`src/hdl/core_cfg_pkg.sv`:
```
package core_cfg_pkg;

    // Machine sizes
    localparam int xlen        = 32;
    localparam int num_warps   = 4;
    localparam int wid_bits    = $clog2(num_warps);
    localparam int num_threads = 4;
    localparam int uuid_bits   = 8;

    // One fetched instruction with its warp context
    typedef struct packed {
        logic [uuid_bits-1:0]   uuid;
        logic [wid_bits-1:0]    wid;
        logic [num_threads-1:0] tmask;
        logic [xlen-1:0]        pc;
        logic [31:0]            instr;
    } fetch_t;

    // Warp-control event toward the scheduler
    typedef struct packed {
        logic [wid_bits-1:0] wid;
        logic                is_join;
        logic                is_release;  // Warp may fetch again
    } warp_event_t;

endpackage
```
`src/hdl/isa_pkg.sv`:
```
package isa_pkg;

    localparam int nr_bits     = 5;
    localparam int op_mod_bits = 2;

    // Major opcodes, instr[6:0]
    localparam logic [6:0] opc_op_imm = 7'b0010011;
    localparam logic [6:0] opc_op     = 7'b0110011;
    localparam logic [6:0] opc_lui    = 7'b0110111;
    localparam logic [6:0] opc_auipc  = 7'b0010111;
    localparam logic [6:0] opc_jal    = 7'b1101111;
    localparam logic [6:0] opc_jalr   = 7'b1100111;
    localparam logic [6:0] opc_branch = 7'b1100011;
    localparam logic [6:0] opc_load   = 7'b0000011;
    localparam logic [6:0] opc_store  = 7'b0100011;
    localparam logic [6:0] opc_fence  = 7'b0001111;
    localparam logic [6:0] opc_ext1   = 7'b0001011;  // GPU warp control

    typedef enum logic [2:0] {
        ex_none = 3'd0,
        ex_alu  = 3'd1,
        ex_lsu  = 3'd2,
        ex_gpu  = 3'd3
    } ex_type_e;

    // Meaning depends on ex_type and op_mod, so values overlap
    typedef logic [3:0] op_type_e;

    localparam op_type_e alu_add   = 4'd0;
    localparam op_type_e alu_sub   = 4'd1;
    localparam op_type_e alu_sll   = 4'd2;
    localparam op_type_e alu_slt   = 4'd3;
    localparam op_type_e alu_sltu  = 4'd4;
    localparam op_type_e alu_xor   = 4'd5;
    localparam op_type_e alu_srl   = 4'd6;
    localparam op_type_e alu_sra   = 4'd7;
    localparam op_type_e alu_or    = 4'd8;
    localparam op_type_e alu_and   = 4'd9;
    localparam op_type_e alu_lui   = 4'd10;
    localparam op_type_e alu_auipc = 4'd11;

    localparam op_type_e br_eq   = 4'd0;
    localparam op_type_e br_ne   = 4'd1;
    localparam op_type_e br_lt   = 4'd4;
    localparam op_type_e br_ge   = 4'd5;
    localparam op_type_e br_ltu  = 4'd6;
    localparam op_type_e br_geu  = 4'd7;
    localparam op_type_e br_jal  = 4'd8;
    localparam op_type_e br_jalr = 4'd9;

    localparam op_type_e gpu_tmc    = 4'd0;
    localparam op_type_e gpu_wspawn = 4'd1;
    localparam op_type_e gpu_split  = 4'd2;
    localparam op_type_e gpu_join   = 4'd3;
    localparam op_type_e gpu_bar    = 4'd4;
    localparam op_type_e gpu_pred   = 4'd5;

    localparam logic [op_mod_bits-1:0] mod_branch = 2'd1;  // With ex_alu
    localparam logic [op_mod_bits-1:0] mod_fence  = 2'd1;  // With ex_lsu

    typedef struct packed {
        logic [core_cfg_pkg::uuid_bits-1:0]   uuid;
        logic [core_cfg_pkg::wid_bits-1:0]    wid;
        logic [core_cfg_pkg::num_threads-1:0] tmask;
        logic [core_cfg_pkg::xlen-1:0]        pc;
        ex_type_e                             ex_type;
        op_type_e                             op_type;
        logic [op_mod_bits-1:0]               op_mod;
        logic                                 wb;
        logic [nr_bits-1:0]                   rd;
        logic [nr_bits-1:0]                   rs1;
        logic [nr_bits-1:0]                   rs2;
        logic [core_cfg_pkg::xlen-1:0]        imm;
        logic                                 use_pc;
        logic                                 use_imm;
    } decoded_t;

endpackage

```
`src/hdl/decode_stage.sv`:
```
`timescale 1ns/1ps

module decode_stage (
    input  logic                      clk,
    input  logic                      rst_n,
    input  core_cfg_pkg::fetch_t      fetch,
    input  logic                      fetch_valid,
    output logic                      fetch_ready,
    output isa_pkg::decoded_t         dec,
    output logic                      dec_valid,
    input  logic                      dec_ready,
    output core_cfg_pkg::warp_event_t evt,
    output logic                      evt_valid,
    input  logic                      evt_ready
);
    import core_cfg_pkg::*;
    import isa_pkg::*;

    decoded_t    dec_next;
    warp_event_t evt_next;
    logic        evt_needed;
    logic        dec_in_ready;
    logic        evt_in_ready;
    logic        fetch_fire;

    instr_decoder u_decoder (
        .fetch      (fetch),
        .dec        (dec_next),
        .evt        (evt_next),
        .evt_needed (evt_needed)
    );

    // Event queue only matters when this instruction makes an event
    assign fetch_ready = dec_in_ready && (!evt_needed || evt_in_ready);
    assign fetch_fire  = fetch_valid && fetch_ready;

    stream_fifo #(.payload_t(decoded_t), .depth(2)) u_dec_queue (
        .clk       (clk),
        .rst_n     (rst_n),
        .in_data   (dec_next),
        .in_valid  (fetch_fire),
        .in_ready  (dec_in_ready),
        .out_data  (dec),
        .out_valid (dec_valid),
        .out_ready (dec_ready)
    );

    stream_fifo #(.payload_t(warp_event_t), .depth(2)) u_evt_queue (
        .clk       (clk),
        .rst_n     (rst_n),
        .in_data   (evt_next),
        .in_valid  (fetch_fire && evt_needed),
        .in_ready  (evt_in_ready),
        .out_data  (evt),
        .out_valid (evt_valid),
        .out_ready (evt_ready)
    );

endmodule

```
`src/hdl/stream_fifo.sv`:
```
`timescale 1ns/1ps

module stream_fifo #(
    parameter type payload_t = logic [7:0],
    parameter int  depth     = 2
) (
    input  logic     clk,
    input  logic     rst_n,
    input  payload_t in_data,
    input  logic     in_valid,
    output logic     in_ready,
    output payload_t out_data,
    output logic     out_valid,
    input  logic     out_ready
);
    localparam int ptr_bits = (depth > 1) ? $clog2(depth) : 1;
    localparam int cnt_bits = $clog2(depth + 1);

    payload_t            mem [depth];
    logic [ptr_bits-1:0] wr_ptr;
    logic [ptr_bits-1:0] rd_ptr;
    logic [cnt_bits-1:0] count;
    logic                push;
    logic                pop;

    // Wraps for depths that are not a power of two
    function automatic logic [ptr_bits-1:0] next_ptr(input logic [ptr_bits-1:0] ptr);
        logic [ptr_bits-1:0] nxt;
        if (ptr == ptr_bits'(depth - 1))
            nxt = '0;
        else
            nxt = ptr + 1'b1;
        return nxt;
    endfunction

    assign out_valid = (count != '0);
    assign out_data  = mem[rd_ptr];
    assign in_ready  = (count != cnt_bits'(depth)) || out_ready;  // Full but draining

    assign push = in_valid && in_ready;
    assign pop  = out_valid && out_ready;

    always_ff @(posedge clk) begin
        if (push)
            mem[wr_ptr] <= in_data;
    end

    always_ff @(posedge clk) begin
        if (!rst_n) begin
            wr_ptr <= '0;
            rd_ptr <= '0;
            count  <= '0;
        end else begin
            if (push)
                wr_ptr <= next_ptr(wr_ptr);
            if (pop)
                rd_ptr <= next_ptr(rd_ptr);
            if (push && !pop)
                count <= count + 1'b1;
            else if (pop && !push)
                count <= count - 1'b1;
        end
    end

endmodule

```
`src/hdl/instr_decoder.sv`:
```
`timescale 1ns/1ps

module instr_decoder (
    input  core_cfg_pkg::fetch_t      fetch,
    output isa_pkg::decoded_t         dec,
    output core_cfg_pkg::warp_event_t evt,
    output logic                      evt_needed
);
    import core_cfg_pkg::*;
    import isa_pkg::*;

    logic [31:0]        instr;
    logic [6:0]         opcode;
    logic [2:0]         func3;
    logic [6:0]         func7;
    logic [nr_bits-1:0] rd;
    logic [nr_bits-1:0] rs1;
    logic [nr_bits-1:0] rs2;

    logic [xlen-1:0] i_imm;
    logic [xlen-1:0] shamt_imm;
    logic [xlen-1:0] s_imm;
    logic [xlen-1:0] b_imm;
    logic [xlen-1:0] u_imm;
    logic [xlen-1:0] j_imm;

    ex_type_e               ex_type;
    op_type_e               op_type;
    logic [op_mod_bits-1:0] op_mod;
    logic [nr_bits-1:0]     rd_r;
    logic [nr_bits-1:0]     rs1_r;
    logic [nr_bits-1:0]     rs2_r;
    logic [xlen-1:0]        imm;
    logic                   use_rd;
    logic                   use_pc;
    logic                   use_imm;
    logic                   is_join;
    logic                   is_wstall;

    // Shared by OP-IMM and OP; sub exists only in the register form
    function automatic op_type_e alu_op(input logic [2:0] f3, input logic alt,
                                        input logic allow_sub);
        op_type_e op;
        case (f3)
            3'h0:    op = (alt && allow_sub) ? alu_sub : alu_add;
            3'h1:    op = alu_sll;
            3'h2:    op = alu_slt;
            3'h3:    op = alu_sltu;
            3'h4:    op = alu_xor;
            3'h5:    op = alt ? alu_sra : alu_srl;
            3'h6:    op = alu_or;
            default: op = alu_and;
        endcase
        return op;
    endfunction

    assign instr  = fetch.instr;
    assign opcode = instr[6:0];
    assign func3  = instr[14:12];
    assign func7  = instr[31:25];
    assign rd     = instr[11:7];
    assign rs1    = instr[19:15];
    assign rs2    = instr[24:20];

    assign i_imm     = {{(xlen-12){instr[31]}}, instr[31:20]};
    assign shamt_imm = {{(xlen-5){1'b0}}, instr[24:20]};
    assign s_imm     = {{(xlen-12){instr[31]}}, instr[31:25], instr[11:7]};
    assign b_imm     = {{(xlen-13){instr[31]}}, instr[31], instr[7], instr[30:25],
                        instr[11:8], 1'b0};
    assign u_imm     = {{(xlen-32){instr[31]}}, instr[31:12], 12'b0};
    assign j_imm     = {{(xlen-21){instr[31]}}, instr[31], instr[19:12], instr[20],
                        instr[30:21], 1'b0};

    always_comb begin
        ex_type   = ex_none;
        op_type   = '0;
        op_mod    = '0;
        rd_r      = '0;
        rs1_r     = '0;
        rs2_r     = '0;
        imm       = '0;
        use_rd    = 1'b0;
        use_pc    = 1'b0;
        use_imm   = 1'b0;
        is_join   = 1'b0;
        is_wstall = 1'b0;

        case (opcode)
            opc_op_imm: begin
                ex_type = ex_alu;
                op_type = alu_op(func3, instr[30], 1'b0);
                use_rd  = 1'b1;
                use_imm = 1'b1;
                imm     = (func3 == 3'h1 || func3 == 3'h5) ? shamt_imm : i_imm;
                rd_r    = rd;
                rs1_r   = rs1;
            end
            opc_op: begin
                ex_type = ex_alu;
                op_type = alu_op(func3, instr[30], 1'b1);
                use_rd  = 1'b1;
                rd_r    = rd;
                rs1_r   = rs1;
                rs2_r   = rs2;
            end
            opc_lui, opc_auipc: begin
                ex_type = ex_alu;
                op_type = opcode[5] ? alu_lui : alu_auipc;
                use_rd  = 1'b1;
                use_imm = 1'b1;
                use_pc  = ~opcode[5];  // AUIPC adds to pc
                imm     = u_imm;
                rd_r    = rd;
            end
            opc_jal: begin
                ex_type   = ex_alu;
                op_type   = br_jal;
                op_mod    = mod_branch;
                use_rd    = 1'b1;
                use_imm   = 1'b1;
                use_pc    = 1'b1;
                is_wstall = 1'b1;
                imm       = j_imm;
                rd_r      = rd;
            end
            opc_jalr: begin
                ex_type   = ex_alu;
                op_type   = br_jalr;
                op_mod    = mod_branch;
                use_rd    = 1'b1;
                use_imm   = 1'b1;
                is_wstall = 1'b1;
                imm       = i_imm;
                rd_r      = rd;
                rs1_r     = rs1;
            end
            opc_branch: begin
                ex_type = ex_alu;
                case (func3)
                    3'h0:    op_type = br_eq;
                    3'h1:    op_type = br_ne;
                    3'h4:    op_type = br_lt;
                    3'h5:    op_type = br_ge;
                    3'h6:    op_type = br_ltu;
                    3'h7:    op_type = br_geu;
                    default: op_type = '0;
                endcase
                op_mod    = mod_branch;
                use_imm   = 1'b1;
                use_pc    = 1'b1;
                is_wstall = 1'b1;
                imm       = b_imm;
                rs1_r     = rs1;
                rs2_r     = rs2;
            end
            opc_load: begin
                ex_type = ex_lsu;
                op_type = {1'b0, func3};
                use_rd  = 1'b1;
                imm     = i_imm;
                rd_r    = rd;
                rs1_r   = rs1;
            end
            opc_store: begin
                ex_type = ex_lsu;
                op_type = {1'b1, func3};
                imm     = s_imm;
                rs1_r   = rs1;
                rs2_r   = rs2;
            end
            opc_fence: begin
                ex_type = ex_lsu;
                op_mod  = mod_fence;
            end
            opc_ext1: begin
                if (func7 == 7'h00) begin
                    case (func3)
                        3'h0: begin  // TMC or PRED, picked by rs2[0]
                            ex_type   = ex_gpu;
                            op_type   = rs2[0] ? gpu_pred : gpu_tmc;
                            is_wstall = 1'b1;
                            rs1_r     = rs1;
                        end
                        3'h1: begin
                            ex_type = ex_gpu;
                            op_type = gpu_wspawn;
                            rs1_r   = rs1;
                            rs2_r   = rs2;
                        end
                        3'h2: begin
                            ex_type   = ex_gpu;
                            op_type   = gpu_split;
                            is_wstall = 1'b1;
                            rs1_r     = rs1;
                        end
                        3'h3: begin
                            ex_type = ex_gpu;
                            op_type = gpu_join;
                            is_join = 1'b1;
                        end
                        3'h4: begin
                            ex_type   = ex_gpu;
                            op_type   = gpu_bar;
                            is_wstall = 1'b1;
                            rs1_r     = rs1;
                            rs2_r     = rs2;
                        end
                        default: ;
                    endcase
                end
            end
            default: ;
        endcase
    end

    assign dec.uuid    = fetch.uuid;
    assign dec.wid     = fetch.wid;
    assign dec.tmask   = fetch.tmask;
    assign dec.pc      = fetch.pc;
    assign dec.ex_type = ex_type;
    assign dec.op_type = op_type;
    assign dec.op_mod  = op_mod;
    assign dec.wb      = use_rd && (|rd_r);  // No write to x0
    assign dec.rd      = rd_r;
    assign dec.rs1     = rs1_r;
    assign dec.rs2     = rs2_r;
    assign dec.imm     = imm;
    assign dec.use_pc  = use_pc;
    assign dec.use_imm = use_imm;

    // Stalling instructions release their warp later, in execute
    assign evt.wid        = fetch.wid;
    assign evt.is_join    = is_join;
    assign evt.is_release = ~is_wstall && ~is_join;
    assign evt_needed     = evt.is_join || evt.is_release;

endmodule

```
`config.mk`:
```
export PLATFORM = sky130hd
export DESIGN_NAME = decode_stage
export DESIGN_NICKNAME = d
export VERILOG_FILES = /design/src/hdl/core_cfg_pkg.sv /design/src/hdl/isa_pkg.sv /design/src/hdl/decode_stage.sv /design/src/hdl/stream_fifo.sv /design/src/hdl/instr_decoder.sv
export SDC_FILE = /design/constraint.sdc
export NUM_CORES = 1
export LEC_CHECK = 0
export BUFFER_PORTS_ARGS = -buffer_cell sky130_fd_sc_hd__buf_4
export CAP_MARGIN = 20
export CORE_MARGIN = 2
export CORE_UTILIZATION = 40
export DETAILED_ROUTE_END_ITERATION = 12
export MAX_ROUTING_LAYER = met4
export PLACE_DENSITY = 0.74
export RECOVER_POWER = 25
export SLEW_MARGIN = 20
export SYNTH_ARGS = -nofsm -noshare
export SYNTH_HDL_FRONTEND = slang
export SYNTH_SLANG_ARGS = --single-unit
export TNS_END_PERCENT = 50
```
`constraint.sdc`:
```
create_clock -name clk -period 7.9 [get_ports clk]
set_clock_uncertainty 0.2 [all_clocks]
set_input_delay 1.185 -clock clk [delete_from_list [all_inputs] [get_ports clk]]
set_output_delay 1.185 -clock clk [all_outputs]
set_load 0.05 [all_outputs]
```
# ---- Word level (Yosys, flattened, before mapping)
# Memories as Yosys holds them, arrays and structs flattened. A register that Yosys moved wholly into a read port is not among the register bits.
# Index checks and enable logic that the tools add are counted.
dict set report totals {
  reg_bits 8
  ramBits 216
  inputBits 83
  output_inout_bits 112
  mem_count 2
}
# memory depth width read_ports rd_clocked_by_memory_dff wr line_no
set memory_table {}
lappend memory_table {u_dec_queue.mem 2 104 1 1 1 stream_fifo.sv:19} ;# payload_t mem [depth];
lappend memory_table {u_evt_queue.mem 2 4 1 1 1 stream_fifo.sv:19}
dict set report classes {
  n_addsub 8
  eq_ne 20
  muxes 48
  n_bitwise 3
  reduce_logical 45
}
# op count
set ops {}
lappend ops {{$pmux W32 S6} 1}
lappend ops {{$pmux W4 S7} 2}
lappend ops {{$pmux W4 S9} 1}
lappend ops {{$mux W32} 1}
lappend ops {{$mux W5} 5}
lappend ops {{$mux W1} 23}
lappend ops {{$eq A7 B6 Y1 const B} 3}
lappend ops {{$eq A7 B7 Y1 const B} 3}
lappend ops {{$pmux W4 S5} 1}
lappend ops {{$pmux W5 S2} 2}
lappend ops {{$pmux W3 S5} 1}
lappend ops {{$eq A7 B4 Y1 const B} 2}
lappend ops {{$eq A7 B5 Y1 const B} 2}
lappend ops {{$reduce_or A7 Y1} 2}
lappend ops {{$logic_and A1 B1 Y1} 13}
lappend ops {{$eq A3 B3 Y1 const B} 4}
lappend ops {{$reduce_or A3 Y1} 4}
lappend ops {{$reduce_or A6 Y1} 2}
lappend ops {{$mux W2} 5}
lappend ops {{$reduce_or A5 Y1} 2}
lappend ops {{$pmux W3 S3} 1}
lappend ops {{$reduce_bool A2 Y1} 4}
lappend ops {{$reduce_or A2 Y1} 4}
lappend ops {{$reduce_or A4 Y1} 2}
lappend ops {{other kinds (15)} 34}

# ---- Longest topological paths before layout
dict set report depth {
  word_depth 18
  depth_mapped 8
  depth_no_buf 7
}

# ---- Modules after synthesis
# A second synthesis with hierarchy kept.
dict set report hier_totals {
  cells_unflattened 622
  hier_area_um2 9958.3
}
# module n_inst cells_each area_per_inst_um2 seq_area_each_um2
set modules_own_cells {}
lappend modules_own_cells {{stream_fifo at u_dec_queue} 1 351 7836.3 6406.1}
lappend modules_own_cells {instr_decoder 1 229 1554.0 0.0}
lappend modules_own_cells {{stream_fifo at u_evt_queue} 1 36 536.8 340.3}
lappend modules_own_cells {decode_stage 1 6 31.3 0.0}

# ---- Worst setup path before layout
# Ideal clock, no wire load.
dict set report synth_path {
  path_type {in2reg}
  start {input fetch[12] in the netlist's numbering}
  end {memory u_dec_queue.mem[0][0] in the netlist's numbering (enable)}
  setup_time_ps 578
  arrival_ps 6581
  t_required_ps 7122
  path_slack_ps 541
  path_stages 5
  path_buffers 1
  cell_sequence {buf_2 -> a21oi_1 -> nand3_1 -> o22ai_2 -> nor2b_1}
}
dict set report synth_via {
  elab_chain_cells 15
  elab_cells_between_ends 22
}
# item line_no
set synth_rtl {}
lappend synth_rtl {{from (decl)} decode_stage.sv:6} ;# input core_cfg_pkg::fetch_t fetch,
lappend synth_rtl {{$eq A3 B2 Y1 (tied with other cells)} instr_decoder.sv:177} ;# case (func3)
lappend synth_rtl {{$reduce_or A3 Y1 (no source line)} n/a}
lappend synth_rtl {{$mux W1} instr_decoder.sv:177}
lappend synth_rtl {{$mux W1} instr_decoder.sv:176} ;# if (func7 == 7'h00) begin
lappend synth_rtl {{$pmux W1 S2} instr_decoder.sv:88} ;# case (opcode)
lappend synth_rtl {{$not A1 Y1} instr_decoder.sv:234} ;# assign evt.is_release = ~is_wstall && ~is_join;
lappend synth_rtl {{$logic_and A1 B1 Y1} instr_decoder.sv:234}
lappend synth_rtl {{$logic_or A1 B1 Y1 *} instr_decoder.sv:235} ;# assign evt_needed = evt.is_join || evt.is_release;
lappend synth_rtl {{$logic_not A1 Y1 *} decode_stage.sv:34} ;# assign fetch_ready = dec_in_ready && (!evt_needed || evt_in_ready);
lappend synth_rtl {{$logic_or A1 B1 Y1 *} decode_stage.sv:34}
lappend synth_rtl {{$logic_and A1 B1 Y1 *} decode_stage.sv:34}
lappend synth_rtl {{$logic_and A1 B1 Y1 *} decode_stage.sv:35} ;# assign fetch_fire = fetch_valid && fetch_ready;
lappend synth_rtl {{$logic_and A1 B1 Y1 *} stream_fifo.sv:40} ;# assign push = in_valid && in_ready;
lappend synth_rtl {{named net u_dec_queue.push} stream_fifo.sv:23} ;# logic push;
lappend synth_rtl {{$mux W1 *} stream_fifo.sv:44} ;# if (push)
lappend synth_rtl {{$mux W1 (implied by the code) *} stream_fifo.sv:45} ;# mem[wr_ptr] <= in_data;
lappend synth_rtl {{to (decl)} stream_fifo.sv:19}
# Mark *: on every way through the listed nets, which the timed path passes. The rest lies on a longest branch.

# ---- Worst setup path in the final report
dict set report layout_path {
  start {input fetch[27] in the netlist's numbering}
  end {output fetch_ready}
}
dict set report layout_via {
  elab_chain_cells 9
  elab_cells_between_ends 12
}
# item line_no
set layout_rtl {}
lappend layout_rtl {{$logic_not A7 Y1 *} instr_decoder.sv:176}
lappend layout_rtl {{$mux W1} instr_decoder.sv:176}
lappend layout_rtl {{$pmux W1 S2 or $mux W1 (tied branches)} instr_decoder.sv:88}
lappend layout_rtl {{$not A1 Y1} instr_decoder.sv:234}
lappend layout_rtl {{$logic_and A1 B1 Y1} instr_decoder.sv:234}
lappend layout_rtl {{$logic_or A1 B1 Y1 *} instr_decoder.sv:235}
lappend layout_rtl {{$logic_not A1 Y1 *} decode_stage.sv:34}
lappend layout_rtl {{$logic_or A1 B1 Y1 *} decode_stage.sv:34}
lappend layout_rtl {{$logic_and A1 B1 Y1 *} decode_stage.sv:34}
lappend layout_rtl {{to (decl)} decode_stage.sv:8} ;# output logic fetch_ready,
# Every way passes the cells marked *; elsewhere a longest branch is shown, timed or not.

==> flow_summary_export.csv <==
group,metric,value,unit
power,power.share.clock,0.247,
critical_path,rrSetupSlack,4.96,ns
clock_network,clockRootBuffer,"clkbuf_16",
placed_design,hpwl,13400,um
global_routing,grt_max_degree,87,
floorplanning,start_util,0.408,
detailed_routing,wl_per_cell,19.0,um
detailed_routing,drt-pass1-iter-count,4,
sta,tns,0,ns
floorplanning,dieArea,0.0244,mm^2
detailed_routing,dr_wl_met2,9620,um
floorplanning,fp.coreArea,0.0227,mm^2
clock_network,cts_resized,0,
sta,drv_slew,0,
power,ir_drop,0.250,mV
clock_network,ctsHtreeMaxLevel,1,
clock_network,ctsHoldBuffers,0,
finish,area_growth,25.3,%
critical_path,rr_startpoint,"u_dec_queue.count[0]",
clock_network,cts_tree,"built",
sta,rsz0062_at_grt,"false",
power,power_frac_comb,0.369,
placed_design,dp_slack,3.25,ns
clock_network,cts_setup_buffers,0,
sta,min_period,4.31,ns
power,power_switching,1500,uW
hold_path,worstHoldPathCells,2,
floorplanning,placementRows,55,
sta,tightest_slew,1.01,ns
detailed_routing,totalWireLength,20100,um
floorplanning,die_x,156,um
sta,setup_viol,0,
detailed_routing,top_layer,"met4",
finish,antenna_cells,0,
placed_design,port_buffers,192,
floorplanning,die_h,156,um
critical_path,crit_start,"fetch[27]",
outcome,status,"completed",
finish,final_nets,842,
global_routing,grt_overflow,0,
flow_run,maxCapViolCount,0,
power,power_density,350,mW/mm^2
critical_path,worstRegToRegCells,5,
yosys,async_flop_share,0,
critical_path,end_kind,"primary output",
critical_path,endpoint,"fetch_ready",
sta,layout_setup_ws,3.59,ns
global_routing,grt_use_total,0.164,
yosys,synthFlopType,"edfxtp_1",
power,sw_frac_of_total,0.369,
clock_network,clock-sinks,224,
clock_network,numCtsBuffers,24,
yosys,ys_ff_latch,224,
floorplanning,pin_count,195,
yosys,ys_warn_count,0,
detailed_routing,drtIter0Drc,289,
power,seqPwrFrac,0.384,
power,p_int,2570,uW
detailed_routing,via_count,5539,
yosys,synth_seq_area_share,0.715,
yosys,synth_area,0.00927,mm^2
critical_path,crit_type,"in -> out",
critical_path,cp.required,6.51,ns
global_routing,grt_pass1_vias,5484,
detailed_routing,drc_errors,0,
clock_network,clk_latency,0.50,ns
critical_path,crit_arrival,2.92,ns
yosys,ys_types,58,
hold_path,min_path_type,"reg -> reg",
sta,fmax,232,MHz
clock_network,clkTransAtPathRegs,0.05,ns
placed_design,gp_congestion,0.832,
detailed_routing,wl_met3,1270,um
finish,utilization,0.511,
clock_network,cts_max_path_buffers,3,
critical_path,r2r-end,"u_dec_queue.mem[1][72]",
yosys,syn_inst,563,
finish,fillers,1936,
sta,hold_viol_final,0,
global_routing,grt_pass1_wl,29900,um
critical_path,startpoint_type,"primary input",
sta,fin_crit_sh,0.545,
yosys,synth-edff-count,214,
critical_path,cp_max_fo,6,
yosys,syn_area_per_cell,16.5,um^2
detailed_routing,met1Wirelength,8760,um
global_routing,grt_antenna_before_repair,0,
sta,timing.slew.headroom,0.318,
detailed_routing,vias_per_cell,5.23,
power,leakage,0.00436,uW
finish,drive_gt1_frac,0.417,
detailed_routing,ant_nets,0,
==> sequential cells by signal, summed over array words and instances (netlist names), named ones only <==
name                cells
u_dec_queue.count       2
u_dec_queue.mem       206
u_dec_queue.rd_ptr      1
u_dec_queue.wr_ptr      1
u_evt_queue.count       2
u_evt_queue.mem         8
u_evt_queue.rd_ptr      1
u_evt_queue.wr_ptr      1
==> power groups by stage <==
stage	Clock [uW]	Combinational (uW)	Sequential, uW
3_3_place_gp	0	1520	1580
2_1_floorplan	0	1110	1560
5_1_grt	1090	1570	1580
4_1_cts	1030	1530	1570
3_5_place_dp	0	1520	1590
6_report	1010	1500	1560
==> area by class of cell <==
type                            instances  area [um^2]  area share
Timing Repair Buffer                  195         1410       0.122
Sequential cell                       224         6630       0.571
Multi-Input combinational cell        308         2500       0.215
Clock buffer                           38          674      0.0581
Tap cell                              285          357      0.0307
Clock inverter                          5         28.8     0.00248
Inverter                                4         15.0     0.00129
==> per-stage QoR <==
step	hold WS [ns]	std cells	area (um^2)	power [uW]
floorplan	0.267	564	9280	2670
global placement	0.290	1016	11000	3100
detailed placement	0.298	1016	11000	3110
CTS	0.308	1059	11700	4130
global route	0.350	1059	11600	4240
finish	0.303	1059	11600	4070
==> critical path, stage by stage <==
cell and delay [ns]:
clkbuf_1 0.12, nor4_1 0.66, and4_1 0.46, nand2_1 0.10
a21boi_0 0.17, buf_4 0.22
==> routing by layer <==
| metal | GRT usage | up-vias |
|---|---|---|
| li1 | - | 2551 |
| met1 | 0.214 | 2739 |
| met2 | 0.265 | 219 |
| met3 | 0.0307 | 30 |
| met4 | 0.0424 | 0 |
| met5 | - | - |
==> kinds of logic (layout without fill, tap and decap cells) <==
family / count (synthesis) / count (layout) / share of synthesized area
xor+xnor: 7 / 7 / 0.00661
other cells: 1 / 2 / 0.000404
compound gates: 81 / 81 / 0.0619
simple gates: 109 / 109 / 0.0679
mux: 107 / 107 / 0.130
flops: 224 / 224 / 0.715
fa+ha+maj: 2 / 2 / 0.00270
buf+inv: 32 / 242 / 0.0159
==> layout by cell type (no fill, tap or decap), types with 3 or more instances in the layout <==
cell type  count
o22ai_1        3
nor2b_1       17
clkbuf_1      30
a21oi_1       17
nand3_1        4
a22o_1         4
clkbuf_4      32
xnor2_1        5
nand2b_1       3
a21o_1        20
o21a_1         5
o21ai_0       13
and3_1         8
buf_4        145
nand2_1       17
dfxtp_1        9
clkbuf_16     25
nor4_1         3
and2_1         9
nor2_1        15
inv_1          4
mux2_2       107
or3_1          4
nor3_1         6
and2_0         7
edfxtp_1     214
a21boi_0       4
==> worst min-delay path by stage <==
stage	from	to
6_report	u_dec_queue.count[1]	u_dec_queue.count[1]
5_1_grt	u_dec_queue.count[1]	u_dec_queue.count[1]
4_1_cts	u_dec_queue.count[1]	u_dec_queue.count[1]
3_5_place_dp	u_evt_queue.count[1]	u_evt_queue.count[1]
3_3_place_gp	u_evt_queue.count[1]	u_evt_queue.count[1]
2_1_floorplan	u_dec_queue.count[1]	u_dec_queue.count[1]
==> synthesized netlist by cell type (5+ instances only) <==
cell	instances	area share
a21o_1	20	0.016
a21oi_1	16	0.0086
and2_1	15	0.010
and3_1	8	0.0054
buf_2	13	0.0070
clkbuf_1	8	0.0032
dfxtp_1	10	0.022
edfxtp_1	214	0.69
mux2_2	107	0.13
nand2_1	17	0.0069
nor2_1	15	0.0061
nor2b_1	18	0.012
nor3_1	5	0.0027
o21a_1	5	0.0040
o21ai_0	13	0.0070
xnor2_1	5	0.0047
Power figures use the tool's default switching activity.
